**src/verilog/dcache_consts.svh**
```systemverilog
`ifndef DCACHE_CONSTS_SVH
`define DCACHE_CONSTS_SVH

// cache geometry
`define DCACHE_SETS        8
`define DCACHE_WAYS        2
`define DCACHE_BLOCK_WORDS 2

// field widths
`define DCACHE_TAG_W       26
`define DCACHE_SET_W       3

// field positions in the byte address
`define DCACHE_TAG_LSB     6
`define DCACHE_SET_LSB     3
`define DCACHE_WORD_BIT    2

`endif

```
**src/verilog/dcache_pkg.sv**
```systemverilog
`include "dcache_consts.svh"

package dcache_pkg;

   typedef logic [31:0] word_t;
   typedef logic [31:0] addr_t;
   typedef logic [`DCACHE_TAG_W-1:0] tag_t;
   typedef logic [`DCACHE_SET_W-1:0] set_idx_t;
   typedef logic [$clog2(`DCACHE_WAYS)-1:0] way_t;
   typedef logic [$clog2(`DCACHE_BLOCK_WORDS)-1:0] word_sel_t;

   // one cache line, named by set and way
   typedef struct packed {
      set_idx_t idx;
      way_t     way;
   } line_sel_t;

   typedef struct packed {
      addr_t addr;
      word_t wdata;
      logic  write;
   } cpu_req_t;

   typedef struct packed {
      addr_t addr;
      word_t wdata;
      logic  write;
   } mem_req_t;

   typedef enum logic [2:0] {
      TAG_NONE,
      TAG_TOUCH,
      TAG_DIRTY,
      TAG_FILL,
      TAG_CLEAN
   } tag_op_t;

   typedef enum logic [2:0] {
      ST_IDLE,
      ST_WRITEBACK,
      ST_REFILL,
      ST_FLUSH_CHECK,
      ST_FLUSH_WRITE,
      ST_HALTED
   } ctrl_state_t;

endpackage

```
**src/verilog/dcache_tag_store.sv**
```systemverilog
`timescale 1ns/1ps
`include "dcache_consts.svh"

module dcache_tag_store (
   input  logic                   CLK,
   input  logic                   nRST,
   input  dcache_pkg::addr_t      lookup_addr,
   input  dcache_pkg::tag_op_t    tag_op,
   input  dcache_pkg::line_sel_t  line_sel,
   output logic                   hit,
   output dcache_pkg::way_t       hit_way,
   output dcache_pkg::way_t       lru_way,
   output dcache_pkg::tag_t       sel_tag,
   output logic                   sel_dirty
);

   import dcache_pkg::*;

   tag_t     tags  [`DCACHE_SETS][`DCACHE_WAYS];
   logic     valid [`DCACHE_SETS][`DCACHE_WAYS];
   logic     dirty [`DCACHE_SETS][`DCACHE_WAYS];
   way_t     lru   [`DCACHE_SETS];
   tag_t     lookup_tag;
   set_idx_t lookup_set;

   assign lookup_tag = lookup_addr[`DCACHE_TAG_LSB +: `DCACHE_TAG_W];
   assign lookup_set = lookup_addr[`DCACHE_SET_LSB +: `DCACHE_SET_W];

   // compare against every valid way of the addressed set
   always_comb
   begin
      hit     = 1'b0;
      hit_way = '0;
      for (int w = 0; w < `DCACHE_WAYS; w++)
      begin
         if (valid[lookup_set][w] && tags[lookup_set][w] == lookup_tag)
         begin
            hit     = 1'b1;
            hit_way = way_t'(w);
         end
      end
   end

   assign lru_way   = lru[lookup_set];
   assign sel_tag   = tags[line_sel.idx][line_sel.way];
   // only a valid line can need a write-back
   assign sel_dirty = valid[line_sel.idx][line_sel.way] & dirty[line_sel.idx][line_sel.way];

   always_ff @(posedge CLK or negedge nRST)
   begin
      if (!nRST)
      begin
         for (int s = 0; s < `DCACHE_SETS; s++)
         begin
            lru[s] <= '0;
            for (int w = 0; w < `DCACHE_WAYS; w++)
            begin
               valid[s][w] <= 1'b0;
               dirty[s][w] <= 1'b0;
            end
         end
      end
      else
      begin
         case (tag_op)
            TAG_TOUCH:
            begin
               lru[line_sel.idx] <= ~line_sel.way;
            end
            TAG_DIRTY:
            begin
               lru[line_sel.idx]                <= ~line_sel.way;
               dirty[line_sel.idx][line_sel.way] <= 1'b1;
            end
            TAG_FILL:
            begin
               valid[line_sel.idx][line_sel.way] <= 1'b1;
               dirty[line_sel.idx][line_sel.way] <= 1'b0;
            end
            TAG_CLEAN:
            begin
               dirty[line_sel.idx][line_sel.way] <= 1'b0;
            end
            default:
            begin
            end
         endcase
      end
   end

   // tag written from the lookup address on fill
   always_ff @(posedge CLK)
   begin
      if (tag_op == TAG_FILL)
      begin
         tags[line_sel.idx][line_sel.way] <= lookup_tag;
      end
   end

endmodule

```
**src/verilog/dcache_data_store.sv**
```systemverilog
`timescale 1ns/1ps
`include "dcache_consts.svh"

module dcache_data_store (
   input  logic                   CLK,
   input  dcache_pkg::cpu_req_t   cpu_req,
   input  dcache_pkg::way_t       hit_way,
   input  dcache_pkg::line_sel_t  line_sel,
   input  dcache_pkg::word_sel_t  beat,
   input  logic                   store_en,
   input  logic                   fill_en,
   input  dcache_pkg::word_t      mem_rdata,
   input  logic                   beat_done,
   output dcache_pkg::word_t      cpu_rdata,
   output dcache_pkg::word_t      drain_word
);

   import dcache_pkg::*;

   word_t     mem [`DCACHE_SETS][`DCACHE_WAYS][`DCACHE_BLOCK_WORDS];
   set_idx_t  req_set;
   word_sel_t req_word;

   assign req_set  = cpu_req.addr[`DCACHE_SET_LSB +: `DCACHE_SET_W];
   assign req_word = cpu_req.addr[`DCACHE_WORD_BIT];

   // processor side reads the hit way
   assign cpu_rdata  = mem[req_set][hit_way][req_word];
   // memory side reads the selected line, word by beat
   assign drain_word = mem[line_sel.idx][line_sel.way][beat];

   always_ff @(posedge CLK)
   begin
      if (store_en)
      begin
         mem[req_set][hit_way][req_word] <= cpu_req.wdata;
      end
      if (fill_en && beat_done)
      begin
         mem[line_sel.idx][line_sel.way][beat] <= mem_rdata;
      end
   end

endmodule

```
**src/verilog/dcache_mem_seq.sv**
```systemverilog
`timescale 1ns/1ps
`include "dcache_consts.svh"

module dcache_mem_seq (
   input  logic                   CLK,
   input  logic                   nRST,
   input  logic                   xfer_start,
   input  logic                   xfer_write,
   input  dcache_pkg::cpu_req_t   cpu_req,
   input  dcache_pkg::tag_t       sel_tag,
   input  dcache_pkg::line_sel_t  line_sel,
   input  dcache_pkg::word_t      drain_word,
   input  logic                   mem_ready,
   output dcache_pkg::mem_req_t   mem_req,
   output logic                   mem_valid,
   output dcache_pkg::word_sel_t  beat,
   output logic                   beat_done,
   output logic                   xfer_done
);

   import dcache_pkg::*;

   localparam word_sel_t LAST_BEAT = word_sel_t'(`DCACHE_BLOCK_WORDS - 1);

   logic     busy;
   logic     write_q;
   tag_t     tag_q;
   set_idx_t set_q;

   assign mem_valid = busy;
   assign beat_done = busy & mem_ready;
   assign xfer_done = beat_done & (beat == LAST_BEAT);

   assign mem_req.addr  = {tag_q, set_q, beat, 2'b00};
   assign mem_req.wdata = drain_word;
   assign mem_req.write = write_q;

   always_ff @(posedge CLK or negedge nRST)
   begin
      if (!nRST)
      begin
         busy    <= 1'b0;
         beat    <= '0;
         write_q <= 1'b0;
      end
      else if (xfer_start)
      begin
         // a new start may come in the same cycle the previous block ends
         busy    <= 1'b1;
         beat    <= '0;
         write_q <= xfer_write;
      end
      else if (xfer_done)
      begin
         busy <= 1'b0;
         beat <= '0;
      end
      else if (beat_done)
      begin
         beat <= beat + 1'b1;
      end
   end

   // refill address comes from the held request, not the victim tag
   always_ff @(posedge CLK)
   begin
      if (xfer_start)
      begin
         tag_q <= xfer_write ? sel_tag : cpu_req.addr[`DCACHE_TAG_LSB +: `DCACHE_TAG_W];
         set_q <= line_sel.idx;
      end
   end

endmodule

```
**src/verilog/dcache_ctrl.sv**
```systemverilog
`timescale 1ns/1ps
`include "dcache_consts.svh"

module dcache_ctrl (
   input  logic                   CLK,
   input  logic                   nRST,
   input  logic                   cpu_valid,
   input  logic                   halt,
   input  dcache_pkg::cpu_req_t   cpu_req,
   input  logic                   hit,
   input  logic                   sel_dirty,
   input  dcache_pkg::way_t       hit_way,
   input  dcache_pkg::way_t       lru_way,
   input  logic                   xfer_done,
   output logic                   cpu_ready,
   output logic                   flushed,
   output dcache_pkg::tag_op_t    tag_op,
   output dcache_pkg::line_sel_t  line_sel,
   output logic                   store_en,
   output logic                   fill_en,
   output logic                   xfer_start,
   output logic                   xfer_write
);

   import dcache_pkg::*;

   localparam int LINES = `DCACHE_SETS * `DCACHE_WAYS;
   // one extra bit marks the end of the flush walk
   localparam int CNT_W = $clog2(LINES) + 1;

   ctrl_state_t      state;
   ctrl_state_t      next_state;
   logic [CNT_W-1:0] line_cnt;
   logic [CNT_W-1:0] next_cnt;
   set_idx_t         req_set;

   assign req_set = cpu_req.addr[`DCACHE_SET_LSB +: `DCACHE_SET_W];
   assign flushed = (state == ST_HALTED);

   always_ff @(posedge CLK or negedge nRST)
   begin
      if (!nRST)
      begin
         state    <= ST_IDLE;
         line_cnt <= '0;
      end
      else
      begin
         state    <= next_state;
         line_cnt <= next_cnt;
      end
   end

   always_comb
   begin
      next_state   = state;
      next_cnt     = line_cnt;
      cpu_ready    = 1'b0;
      store_en     = 1'b0;
      fill_en      = 1'b0;
      xfer_start   = 1'b0;
      xfer_write   = 1'b0;
      tag_op       = TAG_NONE;
      // by default point at the victim of the request's set
      line_sel.idx = req_set;
      line_sel.way = lru_way;

      case (state)
         ST_IDLE:
         begin
            if (cpu_valid)
            begin
               if (hit)
               begin
                  cpu_ready    = 1'b1;
                  line_sel.way = hit_way;
                  if (cpu_req.write)
                  begin
                     store_en = 1'b1;
                     tag_op   = TAG_DIRTY;
                  end
                  else
                  begin
                     tag_op = TAG_TOUCH;
                  end
               end
               else
               begin
                  // dirty victim goes out first
                  xfer_start = 1'b1;
                  xfer_write = sel_dirty;
                  next_state = sel_dirty ? ST_WRITEBACK : ST_REFILL;
               end
            end
            else if (halt)
            begin
               next_cnt   = '0;
               next_state = ST_FLUSH_CHECK;
            end
         end

         ST_WRITEBACK:
         begin
            if (xfer_done)
            begin
               xfer_start = 1'b1;
               next_state = ST_REFILL;
            end
         end

         ST_REFILL:
         begin
            fill_en = 1'b1;
            if (xfer_done)
            begin
               // tag and valid land with the last word, request hits next cycle
               tag_op     = TAG_FILL;
               next_state = ST_IDLE;
            end
         end

         ST_FLUSH_CHECK:
         begin
            // way 0 of all sets first, then way 1
            line_sel.idx = line_cnt[`DCACHE_SET_W-1:0];
            line_sel.way = line_cnt[`DCACHE_SET_W];
            if (line_cnt[CNT_W-1])
            begin
               next_state = ST_HALTED;
            end
            else if (sel_dirty)
            begin
               xfer_start = 1'b1;
               xfer_write = 1'b1;
               next_state = ST_FLUSH_WRITE;
            end
            else
            begin
               next_cnt = line_cnt + 1'b1;
            end
         end

         ST_FLUSH_WRITE:
         begin
            line_sel.idx = line_cnt[`DCACHE_SET_W-1:0];
            line_sel.way = line_cnt[`DCACHE_SET_W];
            if (xfer_done)
            begin
               tag_op     = TAG_CLEAN;
               next_cnt   = line_cnt + 1'b1;
               next_state = ST_FLUSH_CHECK;
            end
         end

         ST_HALTED:
         begin
            next_state = ST_HALTED;
         end

         default:
         begin
            next_state = ST_IDLE;
         end
      endcase
   end

endmodule

```
**src/verilog/dcache_top.sv**
```systemverilog
`timescale 1ns/1ps

module dcache_top (
   input  logic                  CLK,
   input  logic                  nRST,
   input  dcache_pkg::cpu_req_t  cpu_req,
   input  logic                  cpu_valid,
   input  logic                  halt,
   output logic                  cpu_ready,
   output dcache_pkg::word_t     cpu_rdata,
   output logic                  flushed,
   output dcache_pkg::mem_req_t  mem_req,
   output logic                  mem_valid,
   input  logic                  mem_ready,
   input  dcache_pkg::word_t     mem_rdata
);

   import dcache_pkg::*;

   tag_op_t   tag_op;
   line_sel_t line_sel;
   logic      hit;
   way_t      hit_way;
   way_t      lru_way;
   tag_t      sel_tag;
   logic      sel_dirty;
   logic      store_en;
   logic      fill_en;
   logic      xfer_start;
   logic      xfer_write;
   logic      xfer_done;
   logic      beat_done;
   word_sel_t beat;
   word_t     drain_word;

   dcache_ctrl u_ctrl (
      .CLK        (CLK),
      .nRST       (nRST),
      .cpu_valid  (cpu_valid),
      .halt       (halt),
      .cpu_req    (cpu_req),
      .hit        (hit),
      .sel_dirty  (sel_dirty),
      .hit_way    (hit_way),
      .lru_way    (lru_way),
      .xfer_done  (xfer_done),
      .cpu_ready  (cpu_ready),
      .flushed    (flushed),
      .tag_op     (tag_op),
      .line_sel   (line_sel),
      .store_en   (store_en),
      .fill_en    (fill_en),
      .xfer_start (xfer_start),
      .xfer_write (xfer_write)
   );

   dcache_tag_store u_tags (
      .CLK         (CLK),
      .nRST        (nRST),
      .lookup_addr (cpu_req.addr),
      .tag_op      (tag_op),
      .line_sel    (line_sel),
      .hit         (hit),
      .hit_way     (hit_way),
      .lru_way     (lru_way),
      .sel_tag     (sel_tag),
      .sel_dirty   (sel_dirty)
   );

   dcache_data_store u_data (
      .CLK        (CLK),
      .cpu_req    (cpu_req),
      .hit_way    (hit_way),
      .line_sel   (line_sel),
      .beat       (beat),
      .store_en   (store_en),
      .fill_en    (fill_en),
      .mem_rdata  (mem_rdata),
      .beat_done  (beat_done),
      .cpu_rdata  (cpu_rdata),
      .drain_word (drain_word)
   );

   dcache_mem_seq u_seq (
      .CLK        (CLK),
      .nRST       (nRST),
      .xfer_start (xfer_start),
      .xfer_write (xfer_write),
      .cpu_req    (cpu_req),
      .sel_tag    (sel_tag),
      .line_sel   (line_sel),
      .drain_word (drain_word),
      .mem_ready  (mem_ready),
      .mem_req    (mem_req),
      .mem_valid  (mem_valid),
      .beat       (beat),
      .beat_done  (beat_done),
      .xfer_done  (xfer_done)
   );

endmodule

```
**config.mk**
```make
export PLATFORM = sky130hd
export DESIGN_NAME = dcache_top
export DESIGN_NICKNAME = d
export VERILOG_FILES = /design/src/verilog/dcache_pkg.sv /design/src/verilog/dcache_tag_store.sv /design/src/verilog/dcache_data_store.sv /design/src/verilog/dcache_mem_seq.sv /design/src/verilog/dcache_ctrl.sv /design/src/verilog/dcache_top.sv
export VERILOG_INCLUDE_DIRS = /design/src /design/src/verilog
export SDC_FILE = /design/constraint.sdc
export NUM_CORES = 2
export LEC_CHECK = 0
export BUFFER_PORTS_ARGS = -buffer_cell sky130_fd_sc_hd__buf_2
export CAP_MARGIN = 20
export CELL_PAD_IN_SITES_DETAIL_PLACEMENT = 1
export CELL_PAD_IN_SITES_GLOBAL_PLACEMENT = 2
export CORE_MARGIN = 10
export CORE_UTILIZATION = 50
export CTS_CLUSTER_DIAMETER = 200
export DETAILED_ROUTE_END_ITERATION = 6
export PLACE_DENSITY_LB_ADDON = 0.1
export SYNTH_ARGS = -nofsm -noshare
export SYNTH_HDL_FRONTEND = slang
export SYNTH_HIERARCHICAL = 1
export SYNTH_SLANG_ARGS = --single-unit
```
**constraint.sdc**
```tcl
create_clock -name CLK -period 11.39 [get_ports CLK]
set_input_delay 2.8475 -clock CLK [delete_from_list [all_inputs] [get_ports CLK]]
set_output_delay 2.8475 -clock CLK [all_outputs]
set_load 0.03 [all_outputs]
```
; ---- After elaboration in Yosys (flattened, before gate mapping)
; Memory sizes are Yosys's and may differ from the RTL's.
; Cells that the tools add are included.
[classes]
n_eq_ne = 21
order_cmp = 11
bitwise = 14
muxes = 112
reduce_logical = 20
addsub = 2
[ops]
columns = cell, count
row1 = $mux 128, 4
row2 = $mux 64, 8
row3 = $mux 32, 8
row4 = $mux 26, 5
row5 = $demux 64 s1, 2
row6 = $reduce_or 128->1, 1
row7 = $demux 32 s1, 2
row8 = $eq 26x26->1, 2
row9 = $mux 52, 1
row10 = $mux 3, 13
row11 = $mux 1, 38
row12 = $or 16x16->16, 2
row13 = $pmux 16 s2, 1
row14 = $demux 26 s1, 1
row15 = $mux 5, 5
row16 = $mux 2, 10
row17 = $bmux 2 s3, 3
row18 = $pmux 3 s6, 1
row19 = $and 16x16->16, 1
row20 = $not 16->16, 1
row21 = $pmux 5 s3, 1
row22 = $eq 3x2->1 const B, 4
row23 = $reduce_and 6->1, 2
row24 = $eq 3x3->1 const B, 3
row25 = other kinds (29), 61
[totals]
output_inout_bits = 100
memories = 2
wordCells = 230
mem_bits_rw = 1440
input_bits = 102
regBits = 80
[mem_list]
columns = memory, depth, width, read_ports, rd_clocked_by_memory_dff, write_ports, line
row1 = u_data.mem, 8, 128, 2, 0, 1, dcache_data_store.sv:20  ; word_t mem [`DCACHE_SETS][`DCACHE_WAYS][`DCACHE_BLOCK_WORDS];
row2 = u_tags.tags, 8, 52, 2, 0, 1, dcache_tag_store.sv:19  ; tag_t tags [`DCACHE_SETS][`DCACHE_WAYS];

; ---- Longest topological paths before layout
[depth]
depth_word = 20
depth_mapped = 25
mapped_depth_nobuf = 19

; ---- Modules after synthesis
; The synthesis kept the hierarchy.
[by_module_without_submodules]
columns = module, cells_per_inst, n_inst, seq_area_each_um2, area_per_inst_um2
row1 = dcache_data_store, 4410, 1, 30749.5, 59199.3
row2 = dcache_tag_store, 1368, 1, 13492.9, 21221.6
row3 = dcache_mem_seq, 106, 1, 945.9, 1691.6
row4 = dcache_ctrl, 119, 1, 200.2, 872.1

; ---- Worst setup path after synthesis
; Ideal clock, no wire load.
[synth_timing]
path_type = input-to-output
startpoint = input cpu_req[36] (netlist bit)
endpoint = output mem_req[1] (netlist bit)
path_stages = 21
t_required_ns = 8.543
setup_slack_ns = 1.784
arrival_time_ns = 6.758
n_path_buf = 9
cell_sequence = buf_2 > buf_2 > buf_2 > buf_2 > buf_1 > mux2i_1 > xnor2_1 > nor4_1 > nand3_1 > o22ai_2 > nand2_1 > mux2i_1 > o211ai_1 > o211a_1 > clkbuf_1 > and2_1 > buf_1 > clkbuf_1 > nand2_1 > o211ai_1 > buf_4
[synth_lines]
columns = item, line
row1 = start: declaration, dcache_top.sv:6  ; input dcache_pkg::cpu_req_t cpu_req,
row2 = end: declaration, dcache_top.sv:12  ; output dcache_pkg::mem_req_t mem_req,

==> results.cfg <==
[drt]
vias = 64439
dr.pass1.iters = 7
drc_errors = 2
wl_per_cell_um = 44.1
drtAntennaViolNets = 0
drtIter0Drc = 9675
vias_per_cell = 7.84
totalWireLength_mm = 362

[sta]
period_minus_slack_ps = 11260
hold_ws_ps = 489
tightest_slew_ps = 1270
slew_headroom_pct = 15.3
setup_tns_ps = 0
setup_viol = 0
finalCritPeriodShare_pct = 98.9
fin_skew_ps = 38.7
rsz0062_at_grt = no
slew_viol_final = 0
hold_viol = 0
clock.fmax_mhz = 88.8

[critical_path]
required_ps = 8540
worstReg2RegStart = u_tags/tags[5][35]
crit_path_max_incr_delay_ps = 660
crit_fanout = 58
crit_start = cpu_req[36]
worst_setup_path_start_kind = primary input
crit_chain = buf_8 > buf_4 > mux4_2 > nand2_1 > o21ai_0 > nand3_1 > or4_1 > o22ai_2 > nand2_1 > mux2i_1 > o211ai_1 > o211a_4 > and2_2 > buf_12 > nand2_1 > o211ai_1 > buf_4 > buf_2
critPathArrivalTime_ps = 8410
critical_path_class = in -> out
setup.worst_path.end_class = primary output
cpMaxStageDelayCell = buf_4
cp_common_cell = nand2_1

[clock_network]
cts_num_sinks = 1520
clock_path_buffers = 3
htreeDepth = 4
post_cts_buffers = 0
cts_tree = built
root_buffer = clkbuf_16
clkLatencyLatePin_ps = 850
path_clk_slew_ps = 60
cts-buffers-inserted = 171
cts_hold_buf = 0

[synthesis]
ys_types = 80
seq_area_frac_synth_pct = 54.7
syn_avg_cell_area_sq_um = 13.8
async_flop_share_pct = 3.36
synth_area_sq_um = 83000
synth_ff_type = edfxtp_1
yosys_warnings = 6
synthCells = 6003
synth_edf_count = 1469
yosys_register_bits = 1520

[finish]
final_util_pct = 56.0
nets = 5988
fillers = 15600
fin_area_sq_um = 92400
drive_above_1_share_pct = 36.6
areaGrowthSynthToFinish_pct = 11.4

[global_routing]
track_usage_pct = 38.7
grt_max_degree = 92
antenna_found_initial = 18
grt_first_pass_wirelength_mm = 504
grt_pass1_vias = 64810
grt_overflow = 0

[place]
dp_hpwl_mm = 208
io_buffer_count = 197
dpl_cell_area_sq_um = 87000
place.gp.congestion = 0.903

[floorplanning]
die_x_um = 427
start_util_pct = 50.3
die_h_um = 427
coreArea_sq_um = 165000
ioPinCount = 202
rows = 149
die_area_sq_um = 183000

[power_and_ir_drop]
power.density_nw_per_um2 = 134
vdd_drop_max_mv = 0.174
finalPower_mw = 12.4
leakage_nw = 29.9

[worst_hold_path]
hp-class = reg -> reg

[outcome]
violations = DRC
status = finished, violations left

[run]
cap_violations = 0
-- kinds of logic (layout without fill, tap and decap cells) --
family	Yosys count	after routing	synth area share [%]
xor+xnor	54	54	0.570
simple gates	617	617	3.45
buf+inv	793	807	4.41
flops	1520	1520	54.7
fa+ha+maj	1	1	0.0151
mux	1494	1494	22.2
other cells	1	10	0.00452
compound gates	1523	1523	14.6
-- worst paths after layout --
kind                                     endpoint  slack [ps]  cells after the start
worst max-delay path                   mem_req[3]         130                     18
worst min-delay path                     register         490                      2
worst max register to register  u_data/mem[0][94]        4500                     16
worst min register to register           register         490                      2
max in group asynchronous              u_seq/beat        8700                      2
min in group asynchronous           u_seq/write_q        2160                      2
-- stage by stage --
| stage | cells | setup slack, ps |
|---|---|---|
| after floorplan | 6004 | 1780 |
| after global placement | 7894 | 230 |
| after detailed placement | 7897 | 212 |
| after CTS | 8203 | 203 |
| after global routing | 8213 | 105 |
| final | 8215 | 128 |
-- registers in the layout, indices dropped and copies added, names as in the netlist, named ones only --
register,cells
u_data/mem,1024
u_seq/beat,1
u_ctrl/line_cnt,5
u_tags/valid,16
u_seq/write_q,1
u_seq/set_q,3
u_seq/tag_q,26
u_tags/lru,8
u_seq/mem_valid,1
u_tags/tags,416
u_ctrl/state,3
-- Yosys cell counts (all sizes together), types with 13 or more instances --
master	instances	area share, %
nand4	13	0.098
nor2b	27	0.20
a22oi	106	0.96
a22o	41	0.43
edfxtp	1469	53
a21oi	38	0.24
nor2	231	1.1
o21ai	145	0.87
o22ai	79	0.60
nand2b	25	0.19
nand2	175	0.80
a31oi	24	0.18
nand3	48	0.31
xor2	19	0.20
o22a	42	0.44
a211oi	27	0.24
inv	13	0.059
mux4	156	4.2
mux2i	172	2.1
clkbuf	432	2.0
or2	29	0.22
o211ai	61	0.55
o31ai	20	0.18
mux2	1166	16
dfrtp	51	1.5
o21bai	22	0.20
buf	347	2.4
a221oi	809	8.5
o221ai	59	0.62
nor3	26	0.19
and2	14	0.11
xnor2	35	0.37
-- layout by cell type (no fill, tap or decap), types with 31 or more instances in the layout --
cell and n:
o211ai_1 61, a221oi_1 808, o221ai_1 59, edfxtp_1 1469, mux2i_1 172, buf_12 59, o22a_1 42, a22o_1 41
buf_4 227, nor2_4 35, nand3_1 44, o21ai_0 128, nand2_1 156, clkbuf_16 175, mux4_2 156, nor2_1 194
dfrtp_1 50, buf_2 195, mux2_2 1139, xnor2_1 35, clkbuf_1 45, o22ai_1 66, a21oi_1 33, a22oi_1 106
clkinv_1 31
-- final cells by class --
cell class	count	area [sq um]	area share, %
Clock buffer	229	4670	5.06
Timing Repair Buffer	487	4000	4.33
Antenna cell	8	20.0	0.0217
Sequential cell	1520	45400	49.1
Inverter	14	70.1	0.0758
Multi-Input combinational cell	3691	34900	37.7
Tap cell	2189	2740	2.96
Clock inverter	77	633	0.685
-- routing by layer --
metal | GRT usage (%) | routed length, um | vias up
met5 | 0 | 112 | -
met4 | 25.5 | 27900 | 16
met3 | 9.55 | 45200 | 1375
met2 | 59.6 | 162000 | 5272
met1 | 48.5 | 127000 | 33266
li1 | - | - | 24510
-- where the power goes --
group | internal (mW) | switching [mW] | leakage, nW
logic | 0.324 | 0.576 | 13.4
registers | 6.13 | 0.0000000000205 | 13.9
clock network | 3.07 | 2.33 | 2.61
-- critical path: cells and delay by family --
kind,cells,cell delay [ps]
muxes,2,530
and+or+nand+nor,6,1490
AOI/OAI and AO/OA,5,1610
buffers and inverters,5,1800
-- what timing repair did --
item / CTS / global route
endpoints found under the hold margin: 0 / 0
gates resized for setup: 0 / 1
endpoints found under the setup margin: 0 / 2
(Power assumes the default switching activity.)
